[src/hw/wb2sdr_pkg.sv]
// Wishbone to SDRAM controller bridge, shared definitions
// Widths, queue depths, queue word layouts and decode enums
`default_nettype none

package wb2sdr_pkg;

  // ----------------------------------------------------------------------
  // Widths
  // ----------------------------------------------------------------------
  // Wishbone data word
  localparam int DATA_W = 32;
  // One enable per byte lane
  localparam int BE_W = DATA_W / 8;
  // Application address into the controller
  localparam int APP_AW = 26;
  // Controller burst length field, zero means one transfer
  localparam int BL_W = 9;

  // ----------------------------------------------------------------------
  // Queue depths, powers of two
  // ----------------------------------------------------------------------
  localparam int CMD_DEPTH = 4;
  localparam int WDATA_DEPTH = 8;
  // One pending read at most, so this never fills
  localparam int RDATA_DEPTH = 4;

  // ----------------------------------------------------------------------
  // Types
  // ----------------------------------------------------------------------
  typedef logic [DATA_W-1:0] data_t;
  typedef logic [APP_AW-1:0] addr_t;

  // Command toward the controller, 36 bits
  typedef struct packed {
    addr_t addr;
    logic [BL_W-1:0] len;
    logic wr_n;            // Low for write, high for read
  } sdr_cmd_t;

  // Write beat with active-low byte enables, 36 bits
  typedef struct packed {
    logic [BE_W-1:0] be_n;
    data_t data;
  } sdr_wdata_t;

  // Decoded Wishbone operation
  typedef enum logic [1:0] {
    OP_IDLE = 2'd0,
    OP_WRITE = 2'd1,
    OP_READ = 2'd2
  } bus_op_e;

  // Read tracker, one read outstanding
  typedef enum logic {
    RD_IDLE = 1'b0,
    RD_PENDING = 1'b1
  } rd_state_e;

endpackage

`default_nettype wire

[src/hw/sync_fifo.sv]
// Single-clock FIFO of power-of-two depth
// Circular buffer with registered full and empty flags
`default_nettype none

module sync_fifo #(
  parameter int WIDTH = 32,
  parameter int DEPTH = 4
) (
  input  wire logic             sdram_clk,
  input  wire logic             wb_clk_i,
  input  wire logic             push_i,
  input  wire logic [WIDTH-1:0] push_data_i,
  input  wire logic             pop_i,
  output logic      [WIDTH-1:0] pop_data_o,
  output logic                  full_o,
  output logic                  empty_o
);

  // Payload storage
  logic [WIDTH-1:0] mem [DEPTH];

  // Pointers wrap naturally at DEPTH
  logic [$clog2(DEPTH)-1:0] wr_ptr;
  logic [$clog2(DEPTH)-1:0] rd_ptr;
  logic [$clog2(DEPTH)-1:0] wr_ptr_nxt;
  logic [$clog2(DEPTH)-1:0] rd_ptr_nxt;

  // Qualified strobes drop overflow and underflow
  logic do_push;
  logic do_pop;

  assign do_push = push_i & ~full_o;
  assign do_pop = pop_i & ~empty_o;
  assign wr_ptr_nxt = wr_ptr + 1'b1;
  assign rd_ptr_nxt = rd_ptr + 1'b1;

  // ----------------------------------------------------------------------
  // Pointers and flags
  // ----------------------------------------------------------------------
  always_ff @(posedge sdram_clk or posedge wb_clk_i) begin
    if (wb_clk_i) begin
      wr_ptr <= '0;
      rd_ptr <= '0;
      full_o <= 1'b0;
      empty_o <= 1'b1;
    end else begin
      if (do_push) wr_ptr <= wr_ptr_nxt;
      if (do_pop) rd_ptr <= rd_ptr_nxt;
      // Occupancy changes only when one side moves alone
      if (do_push && !do_pop) begin
        empty_o <= 1'b0;
        full_o <= (wr_ptr_nxt == rd_ptr);
      end else if (do_pop && !do_push) begin
        full_o <= 1'b0;
        empty_o <= (rd_ptr_nxt == wr_ptr);
      end
    end
  end

  // Write port
  always_ff @(posedge sdram_clk) begin
    if (do_push) mem[wr_ptr] <= push_data_i;
  end

  // Show-ahead head of queue
  assign pop_data_o = mem[rd_ptr];

endmodule

`default_nettype wire

[src/hw/wb_req_decode.sv]
// Wishbone request decode
// Builds acknowledge and queue strobes, tracks the single pending read
`default_nettype none

module wb_req_decode import wb2sdr_pkg::*; (
  input  wire logic            sdram_clk,
  input  wire logic            wb_clk_i,
  // Wishbone slave side
  input  wire logic            wb_stb_i,
  input  wire logic            wb_cyc_i,
  input  wire logic            wb_we_i,
  input  wire addr_t           wb_addr_i,
  input  wire data_t           wb_dat_i,
  input  wire logic [BE_W-1:0] wb_sel_i,
  output logic                 wb_ack_o,
  // Queue status
  input  wire logic            cmd_full_i,
  input  wire logic            wdata_full_i,
  input  wire logic            rd_avail_i,
  // Queue strobes and words
  output logic                 cmd_push_o,
  output sdr_cmd_t             cmd_o,
  output logic                 wdata_push_o,
  output sdr_wdata_t           wdata_o,
  output logic                 rd_pop_o
);

  bus_op_e bus_op;
  rd_state_e rd_state;
  logic wr_room;

  // ----------------------------------------------------------------------
  // Cycle classification
  // ----------------------------------------------------------------------
  always_comb begin
    bus_op = OP_IDLE;
    if (wb_stb_i && wb_cyc_i) begin
      bus_op = wb_we_i ? OP_WRITE : OP_READ;
    end
  end

  // Write needs a slot in both queues
  assign wr_room = ~cmd_full_i & ~wdata_full_i;

  // Ack and strobes, purely combinational
  always_comb begin
    wb_ack_o = 1'b0;
    cmd_push_o = 1'b0;
    wdata_push_o = 1'b0;
    rd_pop_o = 1'b0;
    case (bus_op)
      OP_WRITE: begin
        // Zero-latency ack, command and data pushed together
        wb_ack_o = wr_room;
        cmd_push_o = wr_room;
        wdata_push_o = wr_room;
      end
      OP_READ: begin
        // Issue once, then wait for returned data
        cmd_push_o = (rd_state == RD_IDLE) & ~cmd_full_i;
        wb_ack_o = rd_avail_i;
        rd_pop_o = rd_avail_i;
      end
      default: ;
    endcase
  end

  // ----------------------------------------------------------------------
  // Pending read tracker
  // ----------------------------------------------------------------------
  always_ff @(posedge sdram_clk or posedge wb_clk_i) begin
    if (wb_clk_i) begin
      rd_state <= RD_IDLE;
    end else begin
      case (rd_state)
        RD_IDLE: if (cmd_push_o && bus_op == OP_READ) rd_state <= RD_PENDING;
        RD_PENDING: if (rd_pop_o) rd_state <= RD_IDLE;
        default: rd_state <= RD_IDLE;
      endcase
    end
  end

  // Single transfer, length field zero
  assign cmd_o.addr = wb_addr_i;
  assign cmd_o.len = '0;
  assign cmd_o.wr_n = ~wb_we_i;

  // Controller wants active-low enables
  assign wdata_o.be_n = ~wb_sel_i;
  assign wdata_o.data = wb_dat_i;

endmodule

`default_nettype wire

[src/hw/sdr_cmd_issue.sv]
// Controller-side issue
// Command and write-data queues feeding the SDRAM controller handshake
`default_nettype none

module sdr_cmd_issue import wb2sdr_pkg::*; (
  input  wire logic       sdram_clk,
  input  wire logic       wb_clk_i,
  // From the decoder
  input  wire logic       cmd_push_i,
  input  wire sdr_cmd_t   cmd_i,
  input  wire logic       wdata_push_i,
  input  wire sdr_wdata_t wdata_i,
  output logic            cmd_full_o,
  output logic            wdata_full_o,
  // Controller request handshake
  output logic            sdr_req_o,
  output sdr_cmd_t        sdr_req_cmd_o,
  input  wire logic       sdr_req_ack_i,
  // Controller write data
  input  wire logic       sdr_wr_next_i,
  output sdr_wdata_t      sdr_wr_o
);

  logic cmd_empty;

  // ----------------------------------------------------------------------
  // Command queue
  // ----------------------------------------------------------------------
  // Head stays stable until the controller acks it
  sync_fifo #(
    .WIDTH($bits(sdr_cmd_t)),
    .DEPTH(CMD_DEPTH)
  ) cmd_fifo_i (
    .sdram_clk  (sdram_clk),
    .wb_clk_i   (wb_clk_i),
    .push_i     (cmd_push_i),
    .push_data_i(cmd_i),
    .pop_i      (sdr_req_ack_i),
    .pop_data_o (sdr_req_cmd_o),
    .full_o     (cmd_full_o),
    .empty_o    (cmd_empty)
  );

  // Request held while anything waits
  assign sdr_req_o = ~cmd_empty;

  // ----------------------------------------------------------------------
  // Write-data queue
  // ----------------------------------------------------------------------
  // One beat per next-write strobe, empty tracked by the controller
  sync_fifo #(
    .WIDTH($bits(sdr_wdata_t)),
    .DEPTH(WDATA_DEPTH)
  ) wdata_fifo_i (
    .sdram_clk  (sdram_clk),
    .wb_clk_i   (wb_clk_i),
    .push_i     (wdata_push_i),
    .push_data_i(wdata_i),
    .pop_i      (sdr_wr_next_i),
    .pop_data_o (sdr_wr_o),
    .full_o     (wdata_full_o),
    .empty_o    ()
  );

endmodule

`default_nettype wire

[src/hw/sdr_rd_return.sv]
// Read return path
// Queues read beats from the controller for the Wishbone read ack
`default_nettype none

module sdr_rd_return import wb2sdr_pkg::*; (
  input  wire logic  sdram_clk,
  input  wire logic  wb_clk_i,
  // Controller read beats
  input  wire logic  sdr_rd_valid_i,
  input  wire data_t sdr_rd_data_i,
  // Decoder side
  input  wire logic  rd_pop_i,
  output logic       rd_avail_o,
  output data_t      wb_dat_o
);

  logic rd_empty;

  // ----------------------------------------------------------------------
  // Read-data queue
  // ----------------------------------------------------------------------
  // Every valid beat is captured
  // Full flag left open, one pending read bounds occupancy
  sync_fifo #(
    .WIDTH(DATA_W),
    .DEPTH(RDATA_DEPTH)
  ) rdata_fifo_i (
    .sdram_clk  (sdram_clk),
    .wb_clk_i   (wb_clk_i),
    .push_i     (sdr_rd_valid_i),
    .push_data_i(sdr_rd_data_i),
    .pop_i      (rd_pop_i),
    .pop_data_o (wb_dat_o),
    .full_o     (),
    .empty_o    (rd_empty)
  );

  // Oldest word is on wb_dat_o whenever this is high
  assign rd_avail_o = ~rd_empty;

endmodule

`default_nettype wire

[src/hw/wb2sdr_top.sv]
// Wishbone to SDRAM controller bridge, top level
// Request decode, controller-side issue and read return
`default_nettype none

module wb2sdr_top import wb2sdr_pkg::*; (
  input  wire logic            sdram_clk,
  input  wire logic            wb_clk_i,
  // Wishbone slave
  input  wire logic            wb_stb_i,
  input  wire logic            wb_cyc_i,
  input  wire logic            wb_we_i,
  input  wire addr_t           wb_addr_i,
  input  wire data_t           wb_dat_i,
  input  wire logic [BE_W-1:0] wb_sel_i,
  output logic                 wb_ack_o,
  output data_t                wb_dat_o,
  // SDRAM controller
  output logic                 sdr_req_o,
  output sdr_cmd_t             sdr_req_cmd_o,
  input  wire logic            sdr_req_ack_i,
  input  wire logic            sdr_wr_next_i,
  output sdr_wdata_t           sdr_wr_o,
  input  wire logic            sdr_rd_valid_i,
  input  wire data_t           sdr_rd_data_i
);

  // Decoder to issue
  logic cmd_push;
  sdr_cmd_t cmd;
  logic wdata_push;
  sdr_wdata_t wdata;
  logic cmd_full;
  logic wdata_full;
  // Return to decoder
  logic rd_avail;
  logic rd_pop;

  wb_req_decode wb_req_decode_i (
    .sdram_clk   (sdram_clk),
    .wb_clk_i    (wb_clk_i),
    .wb_stb_i    (wb_stb_i),
    .wb_cyc_i    (wb_cyc_i),
    .wb_we_i     (wb_we_i),
    .wb_addr_i   (wb_addr_i),
    .wb_dat_i    (wb_dat_i),
    .wb_sel_i    (wb_sel_i),
    .wb_ack_o    (wb_ack_o),
    .cmd_full_i  (cmd_full),
    .wdata_full_i(wdata_full),
    .rd_avail_i  (rd_avail),
    .cmd_push_o  (cmd_push),
    .cmd_o       (cmd),
    .wdata_push_o(wdata_push),
    .wdata_o     (wdata),
    .rd_pop_o    (rd_pop)
  );

  sdr_cmd_issue sdr_cmd_issue_i (
    .sdram_clk    (sdram_clk),
    .wb_clk_i     (wb_clk_i),
    .cmd_push_i   (cmd_push),
    .cmd_i        (cmd),
    .wdata_push_i (wdata_push),
    .wdata_i      (wdata),
    .cmd_full_o   (cmd_full),
    .wdata_full_o (wdata_full),
    .sdr_req_o    (sdr_req_o),
    .sdr_req_cmd_o(sdr_req_cmd_o),
    .sdr_req_ack_i(sdr_req_ack_i),
    .sdr_wr_next_i(sdr_wr_next_i),
    .sdr_wr_o     (sdr_wr_o)
  );

  sdr_rd_return sdr_rd_return_i (
    .sdram_clk     (sdram_clk),
    .wb_clk_i      (wb_clk_i),
    .sdr_rd_valid_i(sdr_rd_valid_i),
    .sdr_rd_data_i (sdr_rd_data_i),
    .rd_pop_i      (rd_pop),
    .rd_avail_o    (rd_avail),
    .wb_dat_o      (wb_dat_o)
  );

endmodule

`default_nettype wire

[config.mk]
export PLATFORM = sky130hd
export DESIGN_NAME = wb2sdr_top
export DESIGN_NICKNAME = d
export VERILOG_FILES = /design/src/hw/wb2sdr_pkg.sv /design/src/hw/sync_fifo.sv /design/src/hw/wb_req_decode.sv /design/src/hw/sdr_cmd_issue.sv /design/src/hw/sdr_rd_return.sv /design/src/hw/wb2sdr_top.sv
export SDC_FILE = /design/constraint.sdc
export NUM_CORES = 1
export LEC_CHECK = 0
export BUFFER_PORTS_ARGS = -buffer_cell sky130_fd_sc_hd__buf_2
export CAP_MARGIN = 20
export CORE_MARGIN = 3
export CORE_UTILIZATION = 55
export DETAILED_ROUTE_END_ITERATION = 10
export PLACE_DENSITY = 0.75
export REMOVE_ABC_BUFFERS = 1
export SETUP_SLACK_MARGIN = 0.02
export SLEW_MARGIN = 10
export SYNTH_ARGS = -nofsm -noshare
export SYNTH_HDL_FRONTEND = slang
export SYNTH_HIERARCHICAL = 1
export SYNTH_SLANG_ARGS = --single-unit
export TNS_END_PERCENT = 20
[constraint.sdc]
create_clock -name sdram_clk -period 8.3 [get_ports sdram_clk]
set_input_delay 2.075 -clock sdram_clk [delete_from_list [all_inputs] [get_ports sdram_clk]]
set_output_delay 2.075 -clock sdram_clk [all_outputs]
set_load 0.01 [all_outputs]
==> run metrics, run 1 <==
area of the core ~40000 um^2; CP max stage cell dfrtp_4; final WL 40.21 mm; Tot GR Track Use 18.87%; Leak Pwr 8.612 nW; asr flop ratio synth 3.614%; Min Clock Period, post-route between 5 and 6 ns; hold path depth 2; Worst Hold Slack 0.4931 ns; number of CTS-inserted buffers 55; I/O Buffers about 210; clock latency on the worst-skew pair 0.62 ns; clk slew on worst S/H paths about 0.06 ns; Syn Area/Cell between 20 and 25 um^2; Max-slew headroom 34.25%; Post-route DRC 0; routability cong. 0.6939; GRT overflow 0; Fin Setup TNS 0 ns; Combinational Power Share between 20% and 30%; first-pass GRT wire length ~63 mm; critical path capture point type output pin; 1st-iter DRT viols between 600 and 700; vias per inst around 5.7; Worst R2R End sdr_cmd_issue_i/wdata_fifo_i/mem[1][14]$_DFFE_PP_; ratio of cells with drive above 1 in the final layout 41.74%; clock tree from TritonCTS done; Yosys reg bits around 580; Req. time, crit path around 6.2 ns; CTS root buf clkbuf_16; crit-path max cell delay between 0.8 and 0.9 ns; fin cells 1744; Setup crit start kind flip-flop; Levels on crit path 4; Die Wd 208.7 um; nets 1285; run status complete, no violations; Hold Crit Class flip-flop to flip-flop; Clock Tree Buf Depth 3; clock skew 0.02955 ns; Cell Area, Synth 22610 um^2; FF-to-FF setup slack 5.09 ns; dpl cells 1638; synth warn 6; placed inst area 23690 um^2; detailed placement HPWL 23.36 mm; Critical Path Fanout Max 40; CTS H-Tree Depth 2; I/O pins 208; Int Power 0.006164 W; Fill cells 2621; routed via count 9876; r2r worst-path depth 6; Setup violations, final 0; area grow syn2layout 13.20%; Die Y 208.7 um; Pre-antenna DRT Iters 4; max-cap violation count 0; antenna viol nets, final 0; worst slew pin tran 0.9862 ns; design area 25590 um^2; Critical Path, Cell by Cell buf_4 -> mux4_2 -> mux2_2 -> buf_2; antenna violations before repair 4; RSZ-0062 raised after global routing false; Sw Share 28.07%; final core utilization 63.67%; DR WL/cell 23.06 um; FP Rows 73; Max Clk Rate between 150 and 200 MHz; post-CTS repair timing setup buffer count 0; Slew Viols, Final 0; P per Cell Area 334.9 nW/um^2; number of synthesized flops with an enable pin 560; largest net degree at the start of global routing 42; Seq/Total Area, Yosys 76.73%; Fin. Hold Viols 0; Reg power frac 43.4%; number of global-route vias before repair 10.55k; Die Area between 40000 and 50000 um^2; clock power share 30.0%; Main synth FF type edfxtp_1; WP buf/inv 2; Gate Count Post-Synth 987; post_cts resized 0; worst r2r src sdr_cmd_issue_i/wdata_fifo_i/full_o$_DFFE_PP0P_; CP Data Arrival Time ~3.4 ns; hold buffers post-CTS 0; Initial Util 56.25%; Worst setup startpoint sdr_cmd_issue_i/wdata_fifo_i/rd_ptr[1]$_DFFE_PP0P_; WS Path Type flip-flop to output pin; worst vdd ir 0.2097 mV; Final period util 65.68%; CTS sink cnt 581; synth unique cells 41; crit-path leading delay family buffers and inverters; Critical Path Sink sdr_wr_o[27]; P_sw 0.002405 W
stage by stage:
stage                     total power (W)  setup slack, ns
after floorplan                  0.005322            2.365
after global placement           0.006074            3.386
after detailed placement         0.006117            3.341
after CTS                        0.008711            2.712
after global routing             0.008985            2.554
final                            0.008569            2.848
cell type report:
type,count,area [um^2],area share (%)
Antenna cell,2,5.005,0.01956
Clock buffer,66,1438,5.618
Clock inverter,38,460.4,1.799
Inverter,17,63.81,0.2494
Multi-Input combinational cell,289,4433,17.32
Sequential cell,581,17350,67.82
Tap cell,525,656.9,2.567
Timing Repair Buffer,226,1179,4.606
metal layers:
metal / GRT usage (%) / part of all wire [%]
met3: 4.098 / 6.4
met5: 0 / 0.067
met1: 25.28 / 40
met4: 6.582 / 2.4
met2: 31.23 / 51
layout by cell type (no fill, tap or decap), drive strengths merged:
master and count:
nand2 16, clkinvlp 4, buf 226, nand3b 2
clkbuf 66, o32ai 1, or2 1, o31ai 2
or3b 1, a211oi 1, edfxtp 560, nor3 3
mux2i 2, conb 9, nand2b 7, inv 21
mux2 37, dfrtp 18, and2 8, o211ai 2
clkinv 22, and4b 1, and2b 3, o41ai 1
diode 2, nor2b 5, xor2 4, bufinv 8
a32o 1, nor2 8, ha 13, a21oi 1
o21ai 4, xnor2 16, dfstp 3, mux4 140
synthesized netlist by cell type (2+ instances only):
cell type | count | area (um^2)
edfxtp_1 | 560 | 16820
nand3b_1 | 2 | 15.01
and2_1 | 8 | 50.05
xnor2_1 | 16 | 140.1
inv_1 | 17 | 63.81
mux4_2 | 135 | 3040
nand2_1 | 16 | 60.06
o211ai_1 | 2 | 15.01
buf_4 | 69 | 518.0
mux2i_1 | 2 | 20.02
xor2_1 | 4 | 35.03
mux2_2 | 37 | 416.7
nor3_1 | 3 | 15.01
and2b_1 | 2 | 15.01
o21ai_0 | 3 | 15.01
buf_2 | 10 | 50.05
dfstp_2 | 3 | 78.83
clkbuf_1 | 11 | 41.29
dfrtp_1 | 18 | 450.4
nor2_1 | 8 | 30.03
buf_6 | 9 | 101.4
nor2b_1 | 5 | 31.28
buf_12 | 6 | 120.1
buf_1 | 2 | 7.510
nand2b_1 | 7 | 43.79
mux4_1 | 5 | 131.4
ha_1 | 13 | 162.7
registers in the layout, summed over array words and instances (netlist names):
signal / count
sdr_cmd_issue_i/wdata_fifo_i/wr_ptr: 3
sdr_cmd_issue_i/wdata_fifo_i/empty_o: 1
sdr_cmd_issue_i/cmd_fifo_i/rd_ptr: 2
sdr_rd_return_i/rdata_fifo_i/full_o: 1
sdr_rd_return_i/rdata_fifo_i/mem: 128
sdr_cmd_issue_i/cmd_fifo_i/empty_o: 1
sdr_rd_return_i/rdata_fifo_i/wr_ptr: 2
sdr_rd_return_i/rdata_fifo_i/empty_o: 1
sdr_cmd_issue_i/cmd_fifo_i/mem: 144
sdr_rd_return_i/rdata_fifo_i/rd_ptr: 2
sdr_cmd_issue_i/wdata_fifo_i/full_o: 1
sdr_cmd_issue_i/cmd_fifo_i/full_o: 1
sdr_cmd_issue_i/wdata_fifo_i/rd_ptr: 3
sdr_cmd_issue_i/cmd_fifo_i/wr_ptr: 2
sdr_cmd_issue_i/wdata_fifo_i/mem: 288
wb_req_decode_i/rd_state: 1
power groups by stage:
stage / combinational, W / sequential [W] / clock, W
6_report: 0.00228 / 0.00372 / 0.00257
4_1_cts: 0.00234 / 0.00373 / 0.00264
5_1_grt: 0.00246 / 0.00376 / 0.00276
3_3_place_gp: 0.00230 / 0.00378 / 0
2_1_floorplan: 0.00140 / 0.00392 / 0
3_5_place_dp: 0.00233 / 0.00379 / 0
logic make-up (layout without fill, tap and decap cells):
family,count (synthesis),after routing,share of synthesized area (%)
AOI/OAI and AO/OA,13,13,0.4372
xor gates and xnor gates,20,20,0.7749
adders and majority gates,13,13,0.7196
buffers and inverters,125,347,4.057
DFF,581,581,76.73
muxes,179,179,15.96
other,1,11,0.01659
and+or+nand+nor,55,55,1.301
how the worst min path moves through the flow:
stage,from,endpoint,slack [ns]
after floorplan,sdr_rd_return_i/rdata_fifo_i/full_o$_DFFE_PP0P_,sdr_rd_return_i/rdata_fifo_i/full_o$_DFFE_PP0P_,0.45
after global placement,sdr_rd_return_i/rdata_fifo_i/full_o$_DFFE_PP0P_,sdr_rd_return_i/rdata_fifo_i/full_o$_DFFE_PP0P_,0.48
after detailed placement,sdr_rd_return_i/rdata_fifo_i/full_o$_DFFE_PP0P_,sdr_rd_return_i/rdata_fifo_i/full_o$_DFFE_PP0P_,0.48
after CTS,sdr_rd_return_i/rdata_fifo_i/empty_o$_DFFE_PP1P_,sdr_rd_return_i/rdata_fifo_i/empty_o$_DFFE_PP1P_,0.49
after global routing,sdr_rd_return_i/rdata_fifo_i/empty_o$_DFFE_PP1P_,sdr_rd_return_i/rdata_fifo_i/empty_o$_DFFE_PP1P_,0.50
final,sdr_rd_return_i/rdata_fifo_i/empty_o$_DFFE_PP1P_,sdr_rd_return_i/rdata_fifo_i/empty_o$_DFFE_PP1P_,0.49
worst min-delay path, stage by stage (launching register included):
cell and delay, ns:
dfstp_2 0.38, nand2_1 0.05, o31ai_1 0.06
Note: power is estimated with default switching activity, not from simulation.
==> run 2, diff against run 1 <==
- CORE_UTILIZATION: 55 -> 54
- PLACE_DENSITY: 0.75 -> 0.76
- clock period: 8.3 -> 5 ns (I/O delays scaled with it)
==> run 2 against run 1 <==
Compared with the run above:
- critical path depth unchanged
- largest cell class unchanged
- final cell count increased by 0.86%
- register-to-register slack worse by 2.7 ns
- highest routed layer is now met4
- global-route usage decreased by 0.25 points
- combinational power grew 64%
- power is 63% higher
- worst setup slack worse by 1.7 ns
==> run metrics, run 2 (same netlist as run 1, synthesis figures left out) <==
DR WL/cell approximately 23 um; area grow syn2layout 12.99%; Hold Crit Class flip-flop to flip-flop; Post-route DRC 0; Largest regs sdr_cmd_issue_i/wdata_fifo_i/mem x288, sdr_cmd_issue_i/cmd_fifo_i/mem x144, sdr_rd_return_i/rdata_fifo_i/mem x128; Setup crit start kind flip-flop; Max Clk Rate 256.5 MHz; clk slew on worst S/H paths 0.06 ns; placed inst area 23820 um^2; area of the core 41110 um^2; CTS root buf clkbuf_16; I/O pins between 200 and 250; routability cong. 0.7355; Final period util 77.96%; hold buffers post-CTS 0; Clock Tree Buf Depth 3; detailed placement HPWL 23.83 mm; first-pass GRT wire length 62.67 mm; clock latency on the worst-skew pair 0.61 ns; slack of the critical path 1.102 ns; Slew Viols, Final 0; Fin. Hold Viols 0; run status complete, no violations; GRT overflow 0; antenna violations before repair 4; Leak Pwr between 8 and 9 nW; post-CTS repair timing setup buffer count 0; clock skew 0.03367 ns; dpl cells 1654; final WL 40.37 mm; FP Rows 74; design area 25540 um^2; Max-slew headroom between 20% and 30%; Req. time, crit path 3.75 ns; fin cells around 1.8k; Initial Util 54.99%; critical path capture point type output pin; Critical Path Fanout Max 34; most frequent cells in the layout edfxtp_1, buf_2, mux4_2, clkbuf_16, mux2_2; worst slew pin tran 1.098 ns; Place WS 1.444 ns; Largest register FFs 288; largest net degree at the start of global routing 51; Die Area 44350 um^2; Worst Hold Slack 0.4971 ns; Die Y 210.6 um; post_cts resized 0; routed via count 9902; CP Data Arrival Time 2.65 ns; ratio of cells with drive above 1 in the final layout 40.79%; worst vdd ir around 0.42 mV; number of global-route vias before repair 10.62k; RSZ-0062 raised after global routing false; clock tree from TritonCTS done; CTS H-Tree Depth 2; I/O Buffers 207; max-cap violation count 0; number of CTS-inserted buffers 56; P per Cell Area between 500 and 600 nW/um^2; Min Clock Period, post-route a little under 4 ns; antenna viol nets, final 0; Setup violations, final 0; most common cell after layout, fill and taps aside edfxtp_1; Fill cells between 2k and 3k; vias per inst 5.629; WS Path Type flip-flop to output pin; Die Wd 210.6 um; CTS sink cnt between 500 and 600; nets 1295; Pre-antenna DRT Iters 4; largest reg by FF count sdr_cmd_issue_i/wdata_fifo_i/mem; Tot GR Track Use 18.62%; Power, Total approximately 0.014 W; 1st-iter DRT viols 624
run 2: changes by cell type in the layout (fill, tap and decap cells not counted), moves of 5 or more:
cell | previous run | this run
clkbuf_1 | 9 | 16
clkinv_2 | 11 | 5
buf_12 | 0 | 5
bufinv_16 | 8 | 3
run 2: where the power goes:
group | internal [W] | switching, W | leakage (nW)
Combinational | 0.00192 | 0.00181 | 2.44
Clock | 0.00222 | 0.00170 | 0.821
Sequential | 0.00586 | 0.000426 | 5.31
Total | 0.0100 | 0.00394 | 8.57
run 2: final cells by class:
type,count,area [um^2],share of cell area [%]
diodes,6,15.01,0.05878
repair buffers,235,1309,5.124
multi-input cells,289,4428,17.34
well taps,532,665.6,2.606
inverters,17,63.81,0.2498
clock buffers,72,1461,5.722
flip-flops and latches,581,17360,67.95
clock inverters,27,244.0,0.9552
run 2: per-stage QoR:
stage / TNS (ns) / util [%]
2_1_floorplan: -3.945 / -
4_1_cts: 0 / 62.10
5_1_grt: 0 / 62.11
3_3_place_gp: 0 / 57.95
3_5_place_dp: 0 / 57.95
6_report: 0 / 62.13
run 2: metal layers:
layer | track usage, % | wire length (um)
met5 | 0 | 0
met4 | 6.420 | 988
met3 | 3.393 | 2291
met2 | 30.64 | 20410
met1 | 25.67 | 16670
run 2: worst paths after layout:
path                                                                    start                                               end  slack [ns]  cells after the start
min                           sdr_rd_return_i/rdata_fifo_i/full_o$_DFFE_PP0P_   sdr_rd_return_i/rdata_fifo_i/full_o$_DFFE_PP0P_        0.50                      2
max in group asynchronous                                            wb_clk_i  sdr_cmd_issue_i/wdata_fifo_i/empty_o$_DFFE_PP1P_        4.03                      2
max                        sdr_cmd_issue_i/wdata_fifo_i/rd_ptr[2]$_DFFE_PP0P_                                      sdr_wr_o[33]        1.10                      4
min reg2reg                   sdr_rd_return_i/rdata_fifo_i/full_o$_DFFE_PP0P_   sdr_rd_return_i/rdata_fifo_i/full_o$_DFFE_PP0P_        0.50                      2
min in group asynchronous                                            wb_clk_i                wb_req_decode_i/rd_state$_DFF_PP0_        0.55                      2
max reg2reg                   sdr_cmd_issue_i/wdata_fifo_i/full_o$_DFFE_PP0P_  sdr_cmd_issue_i/wdata_fifo_i/mem[3][7]$_DFFE_PP_        2.41                      7
run 2: worst max-delay path, cell delays in order (launching register included):
cell and delay, ns:
dfrtp_2 0.66, buf_4 0.52, mux4_2 0.40, mux2_2 0.29, buf_2 0.15
